$ cat src/design/cbuf_pkg.sv
package cbuf_pkg;

  // ====================
  // buffer geometry
  // ====================

  // four banks, one RAM each
  localparam int bank_num = 4;
  localparam int bank_bits = 2;

  // words held by a single bank RAM
  localparam int ram_depth = 16;
  localparam int ram_depth_bits = 4;

  // upper bank_bits pick the bank, lower ram_depth_bits pick the word
  localparam int addr_bits = bank_bits + ram_depth_bits;

  // one word per write or read beat
  localparam int data_bits = 32;

  // ====================
  // pipeline depths
  // ====================

  // read enable to read valid, counted in clock edges
  localparam int rd_latency = 5;

  // register stages between a write port and the RAM write edge
  localparam int wr_latency = 2;

  // ====================
  // common types
  // ====================

  // full buffer address as seen on the ports
  typedef logic [addr_bits-1:0] cbuf_addr_t;

  // word index inside one bank
  typedef logic [ram_depth_bits-1:0] ram_addr_t;

  // bank number, taken from the top address bits
  typedef logic [bank_bits-1:0] bank_idx_t;

  // buffer word
  typedef logic [data_bits-1:0] cbuf_data_t;

  // one bit per bank, used for one-hot enables
  typedef logic [bank_num-1:0] bank_vec_t;

endpackage

$ cat src/design/cbuf_ram_if.sv
interface cbuf_ram_if;

  // per-bank write strobe, already merged over both write ports
  cbuf_pkg::bank_vec_t wr_en;

  // per-bank word index and data for the write
  cbuf_pkg::ram_addr_t wr_addr [cbuf_pkg::bank_num];
  cbuf_pkg::cbuf_data_t wr_data [cbuf_pkg::bank_num];

  // registered RAM output of each bank, shared by both read clients
  cbuf_pkg::cbuf_data_t rd_data [cbuf_pkg::bank_num];

  // write pipe drives the RAM write fields
  modport wr_side (output wr_en, output wr_addr, output wr_data);

  // bank array takes writes and returns read words
  modport ram_side (input wr_en, input wr_addr, input wr_data, output rd_data);

  // read clients only look at the RAM output
  modport rd_side (input rd_data);

endinterface

$ cat src/design/cbuf_wr_pipe.sv
module cbuf_wr_pipe (
  input  logic                 nvdla_core_clk,
  input  logic                 rst,
  input  logic                 cdma_dat_wr_en,
  input  cbuf_pkg::cbuf_addr_t cdma_dat_wr_addr,
  input  cbuf_pkg::cbuf_data_t cdma_dat_wr_data,
  input  logic                 cdma_wt_wr_en,
  input  cbuf_pkg::cbuf_addr_t cdma_wt_wr_addr,
  input  cbuf_pkg::cbuf_data_t cdma_wt_wr_data,
  cbuf_ram_if.wr_side          ram
);

  cbuf_pkg::bank_idx_t  dat_bank;
  cbuf_pkg::bank_idx_t  wt_bank;
  cbuf_pkg::bank_vec_t  dat_bank_en_d0;
  cbuf_pkg::bank_vec_t  wt_bank_en_d0;
  cbuf_pkg::bank_vec_t  dat_bank_en_d1;
  cbuf_pkg::bank_vec_t  wt_bank_en_d1;
  cbuf_pkg::ram_addr_t  dat_addr_d1;
  cbuf_pkg::ram_addr_t  wt_addr_d1;
  cbuf_pkg::cbuf_data_t dat_data_d1;
  cbuf_pkg::cbuf_data_t wt_data_d1;
  // merged bank strobes, one entry per register stage
  cbuf_pkg::bank_vec_t  wr_en_pipe [cbuf_pkg::wr_latency];

  // ====================
  // stage 0 decode
  // ====================

  // bank select comes from the top address bits
  assign dat_bank = cdma_dat_wr_addr[cbuf_pkg::addr_bits-1 -: cbuf_pkg::bank_bits];
  assign wt_bank = cdma_wt_wr_addr[cbuf_pkg::addr_bits-1 -: cbuf_pkg::bank_bits];

  always_comb begin
    dat_bank_en_d0 = '0;
    wt_bank_en_d0 = '0;
    dat_bank_en_d0[dat_bank] = cdma_dat_wr_en;
    wt_bank_en_d0[wt_bank] = cdma_wt_wr_en;
  end

  // ====================
  // stage 1 registers
  // ====================

  always_ff @(posedge nvdla_core_clk) begin
    if (rst) begin
      dat_bank_en_d1 <= '0;
      wt_bank_en_d1 <= '0;
    end else begin
      dat_bank_en_d1 <= dat_bank_en_d0;
      wt_bank_en_d1 <= wt_bank_en_d0;
    end
  end

  // payload only, the bank part of the address is already in the strobes
  always_ff @(posedge nvdla_core_clk) begin
    dat_addr_d1 <= cdma_dat_wr_addr[cbuf_pkg::ram_depth_bits-1:0];
    wt_addr_d1 <= cdma_wt_wr_addr[cbuf_pkg::ram_depth_bits-1:0];
    dat_data_d1 <= cdma_dat_wr_data;
    wt_data_d1 <= cdma_wt_wr_data;
  end

  // merged strobe travels alongside the per-port ones
  always_ff @(posedge nvdla_core_clk) begin
    if (rst) begin
      for (int s = 0; s < cbuf_pkg::wr_latency; s++) begin
        wr_en_pipe[s] <= '0;
      end
    end else begin
      wr_en_pipe[0] <= dat_bank_en_d0 | wt_bank_en_d0;
      for (int s = 1; s < cbuf_pkg::wr_latency; s++) begin
        wr_en_pipe[s] <= wr_en_pipe[s-1];
      end
    end
  end

  // ====================
  // stage 2 bank mux
  // ====================

  // ports never share a bank in one cycle, so and-or muxing is enough
  always_ff @(posedge nvdla_core_clk) begin
    for (int b = 0; b < cbuf_pkg::bank_num; b++) begin
      ram.wr_addr[b] <= ({cbuf_pkg::ram_depth_bits{dat_bank_en_d1[b]}} & dat_addr_d1) |
                        ({cbuf_pkg::ram_depth_bits{wt_bank_en_d1[b]}} & wt_addr_d1);
      ram.wr_data[b] <= ({cbuf_pkg::data_bits{dat_bank_en_d1[b]}} & dat_data_d1) |
                        ({cbuf_pkg::data_bits{wt_bank_en_d1[b]}} & wt_data_d1);
    end
  end

  // RAM word is written on the edge after this
  assign ram.wr_en = wr_en_pipe[cbuf_pkg::wr_latency-1];

endmodule

$ cat src/design/cbuf_bank_array.sv
module cbuf_bank_array (
  input  logic                nvdla_core_clk,
  input  logic                rst,
  input  cbuf_pkg::bank_vec_t dat_rd_en,
  input  cbuf_pkg::ram_addr_t dat_rd_addr,
  input  cbuf_pkg::bank_vec_t wt_rd_en,
  input  cbuf_pkg::ram_addr_t wt_rd_addr,
  cbuf_ram_if.ram_side        ram
);

  cbuf_pkg::bank_vec_t rd_en_w;
  cbuf_pkg::ram_addr_t rd_addr_w [cbuf_pkg::bank_num];
  cbuf_pkg::bank_vec_t rd_en_d1;
  cbuf_pkg::ram_addr_t rd_addr_d1 [cbuf_pkg::bank_num];

  // ====================
  // read request merge
  // ====================

  // both clients share each bank's single read port
  // a bank is never requested by both in the same cycle
  always_comb begin
    for (int b = 0; b < cbuf_pkg::bank_num; b++) begin
      rd_en_w[b] = dat_rd_en[b] | wt_rd_en[b];
      rd_addr_w[b] = ({cbuf_pkg::ram_depth_bits{dat_rd_en[b]}} & dat_rd_addr) |
                     ({cbuf_pkg::ram_depth_bits{wt_rd_en[b]}} & wt_rd_addr);
    end
  end

  // one flop stage on the read control before the RAM
  always_ff @(posedge nvdla_core_clk) begin
    if (rst) begin
      rd_en_d1 <= '0;
    end else begin
      rd_en_d1 <= rd_en_w;
    end
  end

  always_ff @(posedge nvdla_core_clk) begin
    for (int b = 0; b < cbuf_pkg::bank_num; b++) begin
      rd_addr_d1[b] <= rd_addr_w[b];
    end
  end

  // ====================
  // bank RAMs
  // ====================

  for (genvar b = 0; b < cbuf_pkg::bank_num; b++) begin : g_bank
    cbuf_pkg::cbuf_data_t mem [cbuf_pkg::ram_depth];
    cbuf_pkg::cbuf_data_t rd_word;

    // read-first, a same-cycle write to the same word returns the old value
    always_ff @(posedge nvdla_core_clk) begin
      if (ram.wr_en[b]) begin
        mem[ram.wr_addr[b]] <= ram.wr_data[b];
      end
      // output register holds its value between reads
      if (rd_en_d1[b]) begin
        rd_word <= mem[rd_addr_d1[b]];
      end
    end

    assign ram.rd_data[b] = rd_word;
  end

endmodule

$ cat src/design/cbuf_rd_port.sv
module cbuf_rd_port (
  input  logic                 nvdla_core_clk,
  input  logic                 rst,
  input  logic                 rd_en,
  input  cbuf_pkg::cbuf_addr_t rd_addr,
  output cbuf_pkg::bank_vec_t  bank_rd_en,
  output cbuf_pkg::ram_addr_t  bank_rd_addr,
  cbuf_ram_if.rd_side          ram,
  output logic                 rd_valid,
  output cbuf_pkg::cbuf_data_t rd_data
);

  cbuf_pkg::bank_idx_t  rd_bank;
  cbuf_pkg::bank_vec_t  bank_en_d1;
  cbuf_pkg::bank_vec_t  bank_en_d2;
  cbuf_pkg::cbuf_data_t l1_data [cbuf_pkg::bank_num];
  cbuf_pkg::cbuf_data_t l2_data_w;
  cbuf_pkg::cbuf_data_t l2_data;
  // valid stages after the bank enable pipe, last bit is rd_valid
  logic [cbuf_pkg::rd_latency-3:0] valid_sr;

  // ====================
  // request decode
  // ====================

  assign rd_bank = rd_addr[cbuf_pkg::addr_bits-1 -: cbuf_pkg::bank_bits];

  // one-hot bank request toward the bank array
  always_comb begin
    bank_rd_en = '0;
    bank_rd_en[rd_bank] = rd_en;
  end

  // word index goes unmasked, the bank array masks it with the enable
  assign bank_rd_addr = rd_addr[cbuf_pkg::ram_depth_bits-1:0];

  // ====================
  // enable delay
  // ====================

  // d2 lines up with the registered RAM word of the same request
  always_ff @(posedge nvdla_core_clk) begin
    if (rst) begin
      bank_en_d1 <= '0;
      bank_en_d2 <= '0;
    end else begin
      bank_en_d1 <= bank_rd_en;
      bank_en_d2 <= bank_en_d1;
    end
  end

  // ====================
  // reduction pipe
  // ====================

  // level 1, keep only the banks this port asked for
  always_ff @(posedge nvdla_core_clk) begin
    for (int b = 0; b < cbuf_pkg::bank_num; b++) begin
      l1_data[b] <= ram.rd_data[b] & {cbuf_pkg::data_bits{bank_en_d2[b]}};
    end
  end

  // level 2, or across all banks
  always_comb begin
    l2_data_w = '0;
    for (int b = 0; b < cbuf_pkg::bank_num; b++) begin
      l2_data_w = l2_data_w | l1_data[b];
    end
  end

  // output register
  always_ff @(posedge nvdla_core_clk) begin
    l2_data <= l2_data_w;
    rd_data <= l2_data;
  end

  // valid follows the data through the last three stages
  always_ff @(posedge nvdla_core_clk) begin
    if (rst) begin
      valid_sr <= '0;
    end else begin
      valid_sr <= {valid_sr[cbuf_pkg::rd_latency-4:0], |bank_en_d2};
    end
  end

  assign rd_valid = valid_sr[cbuf_pkg::rd_latency-3];

endmodule

$ cat src/design/cbuf_top.sv
module cbuf_top (
  input  logic                 nvdla_core_clk,
  input  logic                 rst,
  // feature data write port
  input  logic                 cdma_dat_wr_en,
  input  cbuf_pkg::cbuf_addr_t cdma_dat_wr_addr,
  input  cbuf_pkg::cbuf_data_t cdma_dat_wr_data,
  // weight write port
  input  logic                 cdma_wt_wr_en,
  input  cbuf_pkg::cbuf_addr_t cdma_wt_wr_addr,
  input  cbuf_pkg::cbuf_data_t cdma_wt_wr_data,
  // feature data read port
  input  logic                 sc_dat_rd_en,
  input  cbuf_pkg::cbuf_addr_t sc_dat_rd_addr,
  output logic                 sc_dat_rd_valid,
  output cbuf_pkg::cbuf_data_t sc_dat_rd_data,
  // weight read port
  input  logic                 sc_wt_rd_en,
  input  cbuf_pkg::cbuf_addr_t sc_wt_rd_addr,
  output logic                 sc_wt_rd_valid,
  output cbuf_pkg::cbuf_data_t sc_wt_rd_data
);

  // per-bank read requests from each client
  cbuf_pkg::bank_vec_t dat_bank_rd_en;
  cbuf_pkg::ram_addr_t dat_bank_rd_addr;
  cbuf_pkg::bank_vec_t wt_bank_rd_en;
  cbuf_pkg::ram_addr_t wt_bank_rd_addr;

  // write fields and RAM outputs shared by all blocks
  cbuf_ram_if ram_if ();

  // ====================
  // write path
  // ====================

  cbuf_wr_pipe wr_pipe (
    .nvdla_core_clk   (nvdla_core_clk),
    .rst              (rst),
    .cdma_dat_wr_en   (cdma_dat_wr_en),
    .cdma_dat_wr_addr (cdma_dat_wr_addr),
    .cdma_dat_wr_data (cdma_dat_wr_data),
    .cdma_wt_wr_en    (cdma_wt_wr_en),
    .cdma_wt_wr_addr  (cdma_wt_wr_addr),
    .cdma_wt_wr_data  (cdma_wt_wr_data),
    .ram              (ram_if.wr_side)
  );

  // ====================
  // storage
  // ====================

  cbuf_bank_array banks (
    .nvdla_core_clk (nvdla_core_clk),
    .rst            (rst),
    .dat_rd_en      (dat_bank_rd_en),
    .dat_rd_addr    (dat_bank_rd_addr),
    .wt_rd_en       (wt_bank_rd_en),
    .wt_rd_addr     (wt_bank_rd_addr),
    .ram            (ram_if.ram_side)
  );

  // ====================
  // read clients
  // ====================

  cbuf_rd_port rd_dat (
    .nvdla_core_clk (nvdla_core_clk),
    .rst            (rst),
    .rd_en          (sc_dat_rd_en),
    .rd_addr        (sc_dat_rd_addr),
    .bank_rd_en     (dat_bank_rd_en),
    .bank_rd_addr   (dat_bank_rd_addr),
    .ram            (ram_if.rd_side),
    .rd_valid       (sc_dat_rd_valid),
    .rd_data        (sc_dat_rd_data)
  );

  cbuf_rd_port rd_wt (
    .nvdla_core_clk (nvdla_core_clk),
    .rst            (rst),
    .rd_en          (sc_wt_rd_en),
    .rd_addr        (sc_wt_rd_addr),
    .bank_rd_en     (wt_bank_rd_en),
    .bank_rd_addr   (wt_bank_rd_addr),
    .ram            (ram_if.rd_side),
    .rd_valid       (sc_wt_rd_valid),
    .rd_data        (sc_wt_rd_data)
  );

endmodule

$ cat config.mk
export PLATFORM = sky130hd
export DESIGN_NAME = cbuf_top
export DESIGN_NICKNAME = d
export VERILOG_FILES = /design/src/design/cbuf_pkg.sv /design/src/design/cbuf_ram_if.sv /design/src/design/cbuf_wr_pipe.sv /design/src/design/cbuf_bank_array.sv /design/src/design/cbuf_rd_port.sv /design/src/design/cbuf_top.sv
export SDC_FILE = /design/constraint.sdc
export NUM_CORES = 2
export LEC_CHECK = 0
export BUFFER_PORTS_ARGS = -buffer_cell sky130_fd_sc_hd__clkbuf_2
export CORE_MARGIN = 4
export CORE_UTILIZATION = 25
export DETAILED_ROUTE_END_ITERATION = 12
export PLACE_DENSITY = 0.38
export RECOVER_POWER = 25
export SYNTH_ARGS = -nofsm -noshare
export SYNTH_HDL_FRONTEND = slang
export SYNTH_SLANG_ARGS = --single-unit
$ cat constraint.sdc
create_clock -name nvdla_core_clk -period 10 [get_ports nvdla_core_clk]
set_input_delay 2 -clock nvdla_core_clk [delete_from_list [all_inputs] [get_ports nvdla_core_clk]]
set_output_delay 2 -clock nvdla_core_clk [all_outputs]
set_load 0.03 [all_outputs]
* Yosys cells after proc, flatten, opt, wreduce, memory -nomap -nowiden
Memory sizes are Yosys's and may differ from the RTL's. A register that Yosys moved wholly into a read port is not among the register bits.
Index checks and enable logic that the tools add are counted.
Widths: inputs -> output; s select.
** Word-level totals
- Bits in registers :: 378
- RAM bits :: 2328
- Input port bits :: 94
- Output and inout port bits :: 66
- Logic and storage cells :: 129
- Memories :: 8
** Memories
- banks.g_bank[0].mem :: depth 16, width 32, rd ports 1, clocked after memory_dff 1, wr ports 1, RTL line cbuf_bank_array.sv:50 : cbuf_pkg::cbuf_data_t mem [cbuf_pkg::ram_depth];
- banks.g_bank[1].mem :: depth 16, width 32, rd ports 1, clocked after memory_dff 1, wr ports 1, RTL line cbuf_bank_array.sv:50
- banks.g_bank[2].mem :: depth 16, width 32, rd ports 1, clocked after memory_dff 1, wr ports 1, RTL line cbuf_bank_array.sv:50
- banks.g_bank[3].mem :: depth 16, width 32, rd ports 1, clocked after memory_dff 1, wr ports 1, RTL line cbuf_bank_array.sv:50
- rd_dat.l1_data :: depth 4, width 32, rd ports 4, clocked after memory_dff 0, wr ports 4, RTL line cbuf_rd_port.sv:16 : cbuf_pkg::cbuf_data_t l1_data [cbuf_pkg::bank_num];
- rd_wt.l1_data :: depth 4, width 32, rd ports 4, clocked after memory_dff 0, wr ports 4, RTL line cbuf_rd_port.sv:16
- 2 more memories
** Operators by class
- Magnitude comparators :: 8
- Mux-type cells :: 21
- Bitwise operators :: 61
- Reductions and logical operators :: 6
** Operators with widths (count)
- $and 32x32->32 :: 16
- $or 32x32->32 :: 10
- $and 4x4->4 :: 20
- $or 4x4->4 :: 9
- $mux 1 :: 15
- $lt 2x3->1 const B :: 4
- $demux 1 s2 :: 4
- $ge 2x1->1 const B :: 4
- $mux 4 :: 2
- $reduce_or 4->1 :: 2
- $or 1x1->1 :: 6
- $logic_and 1x1->1 :: 4

* Depth between registers and ports, before layout
- Word-level depth :: 7
- Mapped depth :: 5
- Gate-level depth less buffers :: 3

* Hierarchy
A second synthesis with hierarchy kept.
** Unflattened totals
- Cell total of the unflattened synthesis :: 4624
- Area, all modules :: 98072.8 µm²
** By module, submodules not included
- cbuf_bank_array :: instances 1, cells each 3396, area an instance 81195.4 µm², seq. area each 65743.1 µm²
- cbuf_rd_port :: instances 2, cells each 397, area an instance 5315.1 µm², seq. area each 4063.9 µm²
- cbuf_wr_pipe :: instances 1, cells each 434, area an instance 6247.2 µm², seq. area each 4644.5 µm²

* Worst setup path after synthesis
No wires, ideal clock.
- Path type :: register to register
- From :: memory wr_pipe.wr_en_pipe[0][7] (netlist name)
- To :: memory banks.g_bank[3].mem[0][0] (netlist name), enable pin
- Library setup time :: 461 ps
- Data arrival time :: 3043 ps
- Required time :: 9539 ps
- Slack :: 6496 ps
- Stages on the path, launching flop included :: 3
- Path buffers :: 0
- Clock period less this slack :: 3504 ps
- Path through :: dfxtp_1 -> or3b_2 -> nor3_1
** RTL lines
- start: declaration :: RTL line cbuf_wr_pipe.sv:24 : cbuf_pkg::bank_vec_t wr_en_pipe [cbuf_pkg::wr_latency];
- end: declaration :: RTL line cbuf_bank_array.sv:50

* Worst setup path in the final report
- From :: register rd_dat.rd_data[15]
- To :: output sc_dat_rd_data[15]
** RTL lines
- start: declaration :: RTL line cbuf_rd_port.sv:10 : output cbuf_pkg::cbuf_data_t rd_data
- start signal: assignment :: RTL line cbuf_rd_port.sv:74 : rd_data <= l2_data;
- end: declaration :: RTL line cbuf_top.sv:16 : output cbuf_pkg::cbuf_data_t sc_dat_rd_data,
No word-level cell between the ends.

==> reports/metrics.yaml <==
critical_path:
  crit_start: "rd_dat.rd_data[15]"
  path_cells: "clkbuf_2"
  critical_path_class: "reg -> out"
  worstSetupEndpointType: "primary output"
  cp_data_arrival_time_ns: 1.47
  crit_path_start_kind: "flip-flop"
  cp_slowest_cell: "dfxtp_1"
  crit_required_ns: 8.00
  cp_max_fo: 1
  cp_slowest_stage_delay_ns: 0.34
  path_buf_inv: 1
  reg2reg_from: "banks.rd_addr_d1[3][0]"
  cpLargestDelayFamily: "flip-flops"
pwr:
  p_int_mw: 20.0
  combPwrFrac: 0.018
  switching_power_mw: 5.36
  ir_worst_vdd_mv: 0.142
  total_leakage_power_nw: 42.8
  power_density_nw_per_um2: 218
  p_seq_frac: 0.507
  clock_power_share: 0.475
  switching_share: 0.211
grt:
  grt_pass1_vias: 48700
  gr-total-overflow: 0
  antenna_found_initial: 39
  grt_first_pass_wirelength_um: 424000
  grt_max_degree: 95
  gr-usage-all-layers: 0.153
logic_synthesis:
  synth_top_area_cell: "edfxtp_1"
  synth_fp_nets: 4709
  synthTopCellsByArea: "edfxtp_1 (67%), dfxtp_1 (13%), mux4_2 (12%)"
  mappedNetlistArea_um2: 97900
  ys_types: 26
  synth-edff-count: 2176
  synth_area_per_cell_um2: 21.2
  synth.top_cell.area_share: 0.668
  synth_cells: 4615
  ys_ff_latch: 2834
  ys_async_sr_fraction: 0
  ys.flop_type: "edfxtp_1"
  synthTopCellsByCount: "edfxtp_1 (2,176), dfxtp_1 (658), mux4_2 (512), and2_1 (260), a22oi_1 (256)"
  yosysWarnings: 0
  ys_seq_area_frac: 0.802
  yosysMostFrequentCell: "edfxtp_1"
clocking:
  worstSkewPairLatency_ns: 0.91
  cts-hold-fix-buffers: 0
  post_cts_buffers: 0
  clockRootBuffer: "clkbuf_16"
  cts_tree: "built"
  cts_buffers: 327
  clk_pin_slew_ns: 0.06
  ctsHtreeMaxLevel: 5
  cts.sinks: 2834
  cts_resized: 0
  cts_buffer_depth: 4
die:
  io_pins: 160
  die_x_um: 634
  dieArea_um2: 402000
  die_y_um: 634
  rows: 229
  start_util: 0.251
  coreArea_um2: 389000
drt:
  routedWlPerCell_um: 29.7
  drc: 0
  via_per_inst: 4.44
  dr_total_vias: 46500
  dr.first_iter.drc_count: 3930
  drtAntennaViolNets: 0
  dr.pass1.iters: 7
  wl_um: 311000
finish:
  nets: 5079
  final_area_um2: 117000
  synthToLayoutAreaGrowth_pct: 19.2
  nFillCells: 37700
  drive_gt1_frac: 0.267
  stdcell_count: 10500
sta:
  rsz0062_at_grt: "no"
  fin_setup_tns_ns: 0
  finalHoldViolations: 0
  worst_pin_slew_ns: 1.04
  fin_ws_ns: 6.53
  max_slew_margin: 0.307
  setup_violations: 0
  finClkSkew_ns: 0.0678
  drv_slew: 0
  max_freq_ghz: 0.288
  fin_crit_sh: 0.347
  whs_ns: 0.320
  period_minus_slack_ns: 3.47
outcome:
  status: "finished, final reports clean"
placement:
  placed_cells: 9853
  hpwl_um: 181000
  gp_congestion: 0.745
  place_ws_ns: 6.59
  post_dp_cell_area_um2: 106000
  io_buffers: 159
min_path:
  min_from: "rd_wt.l2_data[26]"
  hp-class: "reg -> reg"
flow_run:
  maxCapViolCount: 0
[power groups by stage]
stage / sequential [mW] / clock (mW) / combinational [mW]
3_3_place_gp: 13.1 / 0 / 0.478
2_1_floorplan: 13.0 / 0 / 0.277
4_1_cts: 12.9 / 12.4 / 0.477
5_1_grt: 12.9 / 12.9 / 0.487
6_report: 12.9 / 12.1 / 0.462
3_5_place_dp: 13.1 / 0 / 0.476
[sequential cells by signal, summed over array words and instances, names as in the netlist, 8 cells and up]
register	flops
rd_wt.l1_data	128
wr_pipe.wt_data_d1	32
banks.rd_addr_d1	16
rd_dat.rd_data	32
rd_wt.l2_data	32
wr_pipe.ram.wr_data	128
rd_dat.l2_data	32
banks.g_bank.rd_word	128
banks.g_bank.mem	2048
wr_pipe.dat_data_d1	32
wr_pipe.ram.wr_addr	16
rd_dat.l1_data	128
wr_pipe.wr_en_pipe	8
rd_wt.rd_data	32
[cells in the final DEF, fill, tap and decap left out, types with 45 or more instances in the layout]
master,Yosys,layout
edfxtp_1,2176,2176
dfxtp_1,658,638
mux4_2,512,512
clkbuf_16,0,350
a22oi_1,256,256
and2_1,260,256
a22o_1,160,160
clkbuf_2,0,159
nand2_1,136,136
buf_4,36,112
clkinv_2,0,65
or4_1,64,64
clkbuf_1,134,63
nor2_4,0,52
clkbuf_8,0,45
[final timing paths]
| check | end | slack, ns | depth (start not counted) |
|---|---|---|---|
| max | sc_dat_rd_data[15] | 6.53 | 1 |
| min | rd_wt.rd_data[26] | 0.32 | 0 |
| max reg2reg | banks.g_bank[3].rd_word[17] | 6.74 | 5 |
| min reg2reg | rd_wt.rd_data[26] | 0.32 | 0 |
[cell families (layout without fill, tap and decap cells)]
group / Yosys count / count (layout) / synth area share
other cells: 0 / 21 / 0
mux: 512 / 512 / 0.118
compound gates: 420 / 420 / 0.0342
simple gates: 616 / 616 / 0.0351
buf+inv: 233 / 878 / 0.0107
flops: 2834 / 2834 / 0.802
[per-layer routing]
metal	global-route usage	vias to the layer above	wire [µm]
met2	0.257	1161	153000
met4	0.0395	0	8150
li1	-	19500	-
met1	0.206	25400	136000
met3	0.0223	362	13500
met5	0	-	0
[final cells by class]
class                           count  area (µm²)  share of cell area
Timing Repair Buffer              274        1700              0.0145
Antenna cell                       21        52.6            0.000450
Multi-Input combinational cell   1548       18900               0.162
Clock buffer                      460        9630              0.0825
Tap cell                         5197        6500              0.0557
Clock inverter                    144        1370              0.0118
Sequential cell                  2834       78600               0.673
[metrics by stage]
stage	util	power (mW)
floorplan	-	13.3
global placement	0.271	13.6
detailed placement	0.271	13.6
CTS	0.299	25.7
global route	0.300	26.3
finish	0.300	25.4
No activity file was read; power rests on OpenSTA's default activity.
